[src/rtl/mfb_pkg.sv]
// Bus word formats for both MFB ports
// Input side: one region, eight 8-byte blocks
// Output side: one region, four 16-byte blocks (LBUS friendly)

package mfb_pkg;

    ////////////////////////////////////////////////////////////
    // Geometry
    ////////////////////////////////////////////////////////////

    // Bytes per bus word, same on both sides
    localparam int word_bytes = 64;

    // Input block granularity for sof_pos
    localparam int rx_block_bytes = 8;

    // Output block granularity for sof_pos
    localparam int tx_block_bytes = 16;

    ////////////////////////////////////////////////////////////
    // Word structs
    ////////////////////////////////////////////////////////////

    // Input word
    // Byte i of the word sits at data[8*i +: 8]
    typedef struct packed {
        logic [8*word_bytes-1:0] data;
        logic                    sof;
        logic                    eof;
        // Index of the block holding the frame start
        logic [2:0]              sof_pos;
        // Byte index of the last byte of the ending frame
        logic [5:0]              eof_pos;
    } mfb_rx_word_t;

    // Output word, coarser start position
    typedef struct packed {
        logic [8*word_bytes-1:0] data;
        logic                    sof;
        logic                    eof;
        logic [1:0]              sof_pos;
        logic [5:0]              eof_pos;
    } mfb_tx_word_t;

endpackage

[src/rtl/reconf_pkg.sv]
// Internal segment format between splitter and packer
// Frame-start alignment constant

package reconf_pkg;

    ////////////////////////////////////////////////////////////
    // Segment of a single frame, left aligned
    ////////////////////////////////////////////////////////////

    typedef struct packed {
        // First valid byte always at byte 0
        logic [8*mfb_pkg::word_bytes-1:0] data;
        // Valid bytes, 1 to 64
        logic [6:0]                       len;
        // Segment opens a frame
        logic                             sof;
        // Segment closes a frame
        logic                             eof;
    } seg_t;

    // Every frame start lands on this byte boundary in the output word
    localparam int align_bytes = 16;

endpackage

[src/rtl/rx_segmenter.sv]
// Input word splitter
// Cuts each accepted word into one or two per-frame segments,
// each shifted so its first byte is byte 0

`timescale 1ns/100ps

module rx_segmenter import mfb_pkg::*, reconf_pkg::*; (
    input  logic         mfb_tx,
    input  logic         rst,
    input  mfb_rx_word_t rx,
    input  logic         rx_src_rdy,
    output logic         rx_dst_rdy,
    output seg_t         seg,
    output logic         seg_valid,
    input  logic         seg_ready
);

    logic       in_frame;
    seg_t       held;
    logic       held_valid;
    logic       out_free;
    logic       rx_take;
    logic       split;
    logic       has_seg;
    logic [6:0] sof_bytes;
    logic [9:0] sof_shift;
    logic [6:0] eof_len;
    seg_t       head_seg;
    seg_t       tail_seg;

    ////////////////////////////////////////////////////////////
    // Handshake
    ////////////////////////////////////////////////////////////

    assign out_free   = !seg_valid || seg_ready;
    // Second half of a split word blocks new input for a cycle
    assign rx_dst_rdy = out_free && !held_valid;
    assign rx_take    = rx_src_rdy && rx_dst_rdy;

    ////////////////////////////////////////////////////////////
    // Word decode
    ////////////////////////////////////////////////////////////

    // Start offset in bytes and in bits
    assign sof_bytes = 7'(rx.sof_pos * rx_block_bytes);
    assign sof_shift = {sof_bytes, 3'b000};
    assign eof_len   = {1'b0, rx.eof_pos} + 7'd1;

    // Open frame plus both flags means end of old, start of new
    assign split   = in_frame && rx.sof && rx.eof;
    // Idle gap words carry nothing
    assign has_seg = in_frame || rx.sof;

    always_comb begin
        // Start part, runs to the end of the word
        tail_seg.data = rx.data >> sof_shift;
        tail_seg.len  = 7'(word_bytes) - sof_bytes;
        tail_seg.sof  = 1'b1;
        tail_seg.eof  = 1'b0;

        // Default is a plain start-only word
        head_seg = tail_seg;
        if (split) begin
            // Old frame closes first, already at byte 0
            head_seg.data = rx.data;
            head_seg.len  = eof_len;
            head_seg.sof  = 1'b0;
            head_seg.eof  = 1'b1;
        end else if (in_frame) begin
            // Continuation or end-only word
            head_seg.data = rx.data;
            head_seg.len  = rx.eof ? eof_len : 7'(word_bytes);
            head_seg.sof  = 1'b0;
            head_seg.eof  = rx.eof;
        end else if (rx.eof) begin
            // Whole frame inside one word
            head_seg.len = eof_len - sof_bytes;
            head_seg.eof = 1'b1;
        end
    end

    ////////////////////////////////////////////////////////////
    // Control state
    ////////////////////////////////////////////////////////////

    always_ff @(posedge mfb_tx) begin
        if (rst) begin
            in_frame   <= 1'b0;
            held_valid <= 1'b0;
            seg_valid  <= 1'b0;
        end else begin
            // Both flags together leave the frame state as it was
            if (rx_take && rx.sof && !rx.eof) begin
                in_frame <= 1'b1;
            end else if (rx_take && rx.eof && !rx.sof) begin
                in_frame <= 1'b0;
            end

            if (held_valid && out_free) begin
                held_valid <= 1'b0;
            end else if (rx_take && split) begin
                held_valid <= 1'b1;
            end

            if (out_free) begin
                seg_valid <= held_valid || (rx_take && has_seg);
            end
        end
    end

    // Segment payload
    always_ff @(posedge mfb_tx) begin
        if (out_free) begin
            // Held start half goes out ahead of anything new
            seg <= held_valid ? held : head_seg;
        end
        if (rx_take) begin
            held <= tail_seg;
        end
    end

endmodule

[config.mk]
export PLATFORM = sky130hd
export DESIGN_NAME = rx_segmenter
export DESIGN_NICKNAME = d
export VERILOG_FILES = /design/src/rtl/mfb_pkg.sv /design/src/rtl/reconf_pkg.sv /design/src/rtl/rx_segmenter.sv
export SDC_FILE = /design/constraint.sdc
export NUM_CORES = 2
export LEC_CHECK = 0
export BUFFER_PORTS_ARGS = -buffer_cell sky130_fd_sc_hd__buf_2
export CORE_AREA = 2 2 407 409
export DETAILED_ROUTE_END_ITERATION = 6
export DIE_AREA = 0 0 409 411
export GPL_ROUTABILITY_DRIVEN = 0
export GPL_TIMING_DRIVEN = 1
export PLACE_DENSITY = 0.62
export RECOVER_POWER = 50
export SKIP_LAST_GASP = 1
export SYNTH_ARGS = -nofsm -noshare
export SYNTH_HDL_FRONTEND = slang
export SYNTH_SLANG_ARGS = --single-unit
[constraint.sdc]
create_clock -name mfb_tx -period 115.7 [get_ports mfb_tx]
set_input_delay 5.785 -clock mfb_tx [delete_from_list [all_inputs] [get_ports mfb_tx]]
set_output_delay 5.785 -clock mfb_tx [all_outputs]
set_load 0.05 [all_outputs]
==> results.ini <==
[logic_synthesis]
synth_common_cells = edfxtp_1 (1,037), mux2i_1 (513), nor2_1 (380)
synth_top_area_cell = edfxtp_1
synth_most_common_cell = edfxtp_1
yosys.area_share.xor_xnor_pct = 0.110
syn_avg_cell_area_um2 = 12.6
synth_top_family_by_area = compound AO/OA/AOI/OAI gates
synth_seq_cells = 1040
yosys-mux-area-fraction_pct = 11.5
ys_async_sr_fraction_pct = 0
syn_area_mm2 = 0.0559
synth_area_leaders = edfxtp_1 (56%), mux2i_1 (9.2%), a221o_1 (3.2%), o221a_2 (2.8%), nand3b_1 (2.6%)
synth-simple-area-share_pct = 9.63
yosysWarnings = 0
yosysSeqAreaShare_pct = 55.8
synth_cell_types = 50
synthCells = 4445
synth_top_area_share_pct = 55.7
ys.flop_type = edfxtp_1
synthAdderAreaFrac_pct = 0.148
synth_compound_area_share_pct = 18.9
synth-edff-count = 1037
syn-num-nets = 4978

[drt]
antenna_left = 0
vias = 46300
drc = 0
viasPerCell = 6.11
drtIter0Drc = 5927
first_pass_iters = 7
wl_per_cell_um = 30.4
wirelength_um = 230000

[final_layout]
final_cell_area_mm2 = 0.0656
final_nets = 5768
drive_above_1_share_pct = 20.6
area_growth_syn_to_layout_pct = 17.4

[sta]
relSlewSlack_pct = -432
period_minus_slack_ps = 15870
tightestPinTransition_ps = 7990
fin_hold_ws_ps = 514
hold_viol_final = 0
fin_tns_setup_ps = 0
rsz0062_at_grt = false
fmax_mhz = 63.0
fin_crit_sh_pct = 13.7
setup_viol = 0
slew_violations = 1261
fin_skew_ps = 35.8

[clock_tree]
cts.root.buffer_cell = clkbuf_16
cts_buffer_depth = 3
cts_num_sinks = 1040
insertion_delay_ps = 780
cts_buffers = 118
cts_setup_buffers = 0
cts_tree = built
holdBufCountCts = 0
clkTransAtPathRegs_ps = 60
h-tree-depth = 3
cts_resized = 0

[setup_path]
endpoint_kind = flop
critPathKind = in -> reg
arrival_ps = 16330
cp.required_ps = 116160
crit_path_start_kind = input port
cp_max_fo = 130

[flow_run]
maxCapViolations = 25

[global_route]
gr-usage-met1_pct = 33.5
gr-usage-all-layers_pct = 25.9
antenna_found_initial = 105
grt_pass1_vias = 42900
grt_util_met2_pct = 39.4
globalRouteMet3Util_pct = 6.38
overflow = 0
grt_pass1_wl_um = 320000
grt_max_degree = 146
grt.busiest_layer = met2

[status]
status = finished, violations left
violations = max-capacitance violations, max-slew violations

[placement]
place.detailed.hpwl_um = 149000
portBuffers = 1049
postPlaceCellArea_mm2 = 0.0626

[power]
power_density_mw_per_mm2 = 17.1
power.leakage_nw = 24.8
peakVddDrop_mv = 0.0127

[floorplan]
dieArea_mm2 = 0.168
core-area_mm2 = 0.164
start_util_pct = 34.1
io_pins = 1050
die_h_um = 411
die_x_um = 409
rows = 149

[min_path]
holdCritPathClass = reg -> reg

## state kept, by name, summed over array words and instances, names as in the netlist
signal and cells:
held 516, seg_valid 1, seg 521, in_frame 1, held_valid 1
## routing by layer
layer / up-vias / share of wire (%) / routed length [um]
li1: 19500 / - / -
met4: 34 / 5.6 / 12900
met1: 23300 / 39 / 90400
met5: - / 0.084 / 193
met3: 596 / 9.9 / 22900
met2: 2964 / 45 / 104000
## power breakdown
group          internal [mW]  switching [mW]
combinational         0.0656           0.201
clock                  0.204           0.165
sequential             0.468          0.0181
## worst max-delay path, stage by stage
cell and delay, ps:
clkbuf_1 2000, clkbuf_1 1210, clkbuf_1 5610, mux2i_1 630
nor3_1 380, a21oi_1 70, o21ai_0 550
## stage by stage
step / power [mW] / utilization (%) / worst slack, ps / instances
floorplan: 0.686 / - / 72790 / 4445
global placement: 0.758 / 38.2 / 103140 / 7304
detailed placement: 0.760 / 38.2 / 103160 / 7304
CTS: 1.13 / 40.4 / 103150 / 7517
global route: 1.15 / 40.0 / 99100 / 7573
finish: 1.12 / 40.0 / 99830 / 7590
## layout by cell type (no fill, tap or decap), types with 4 or more instances in the layout
| cell | count |
|---|---|
| o21a_1 | 102 |
| diode_2 | 73 |
| inv_1 | 4 |
| nor2_4 | 4 |
| nand3b_1 | 192 |
| a21oi_1 | 132 |
| o31ai_1 | 64 |
| xnor2_1 | 4 |
| ha_1 | 5 |
| a22o_1 | 127 |
| and2_0 | 32 |
| a211oi_2 | 55 |
| mux2_2 | 116 |
| inv_6 | 4 |
| o21ai_0 | 120 |
| edfxtp_1 | 1037 |
| clkinvlp_4 | 6 |
| o21bai_1 | 51 |
| buf_2 | 523 |
| a222oi_1 | 64 |
| o221a_2 | 141 |
| nor3_1 | 65 |
| a221o_1 | 179 |
| nand2_1 | 124 |
| bufinv_16 | 7 |
| mux2i_1 | 513 |
| buf_4 | 52 |
| clkinv_2 | 27 |
| nor2_1 | 377 |
| buf_12 | 7 |
| a2bb2oi_1 | 64 |
| clkinv_1 | 18 |
| clkbuf_16 | 119 |
| clkbuf_1 | 572 |
| and3_1 | 192 |
| a31o_2 | 14 |
| a211oi_1 | 125 |
| and2_1 | 33 |
| o211ai_1 | 12 |
## kinds of logic after synthesis
logic type,after synthesis
compound gates,1259
xor+xnor,7
fa+ha+maj,6
buf+inv,468
flops,1040
mux,629
simple gates,1036
## path summary, 6_finish.rpt
path	from	end	slack [ps]	depth (start not counted)
min	held[372]	seg[372]	510	2
max reg2reg	seg_valid	held[493]	106030	6
min reg2reg	held[372]	seg[372]	510	2
max	rx[6]	seg[451]	99830	7
## final cells by class
| cell class | instances | area (um2) |
|---|---|---|
| antenna | 73 | 183 |
| clock buffer | 145 | 3080 |
| clock inverter | 68 | 588 |
| fill | 15900 | 98300 |
| inverter | 8 | 40.0 |
| multi-input combinational | 2937 | 22500 |
| sequential | 1040 | 31200 |
| tap | 2189 | 2740 |
| timing repair buffer | 1130 | 5230 |
Note: power is estimated with default switching activity, not from simulation.
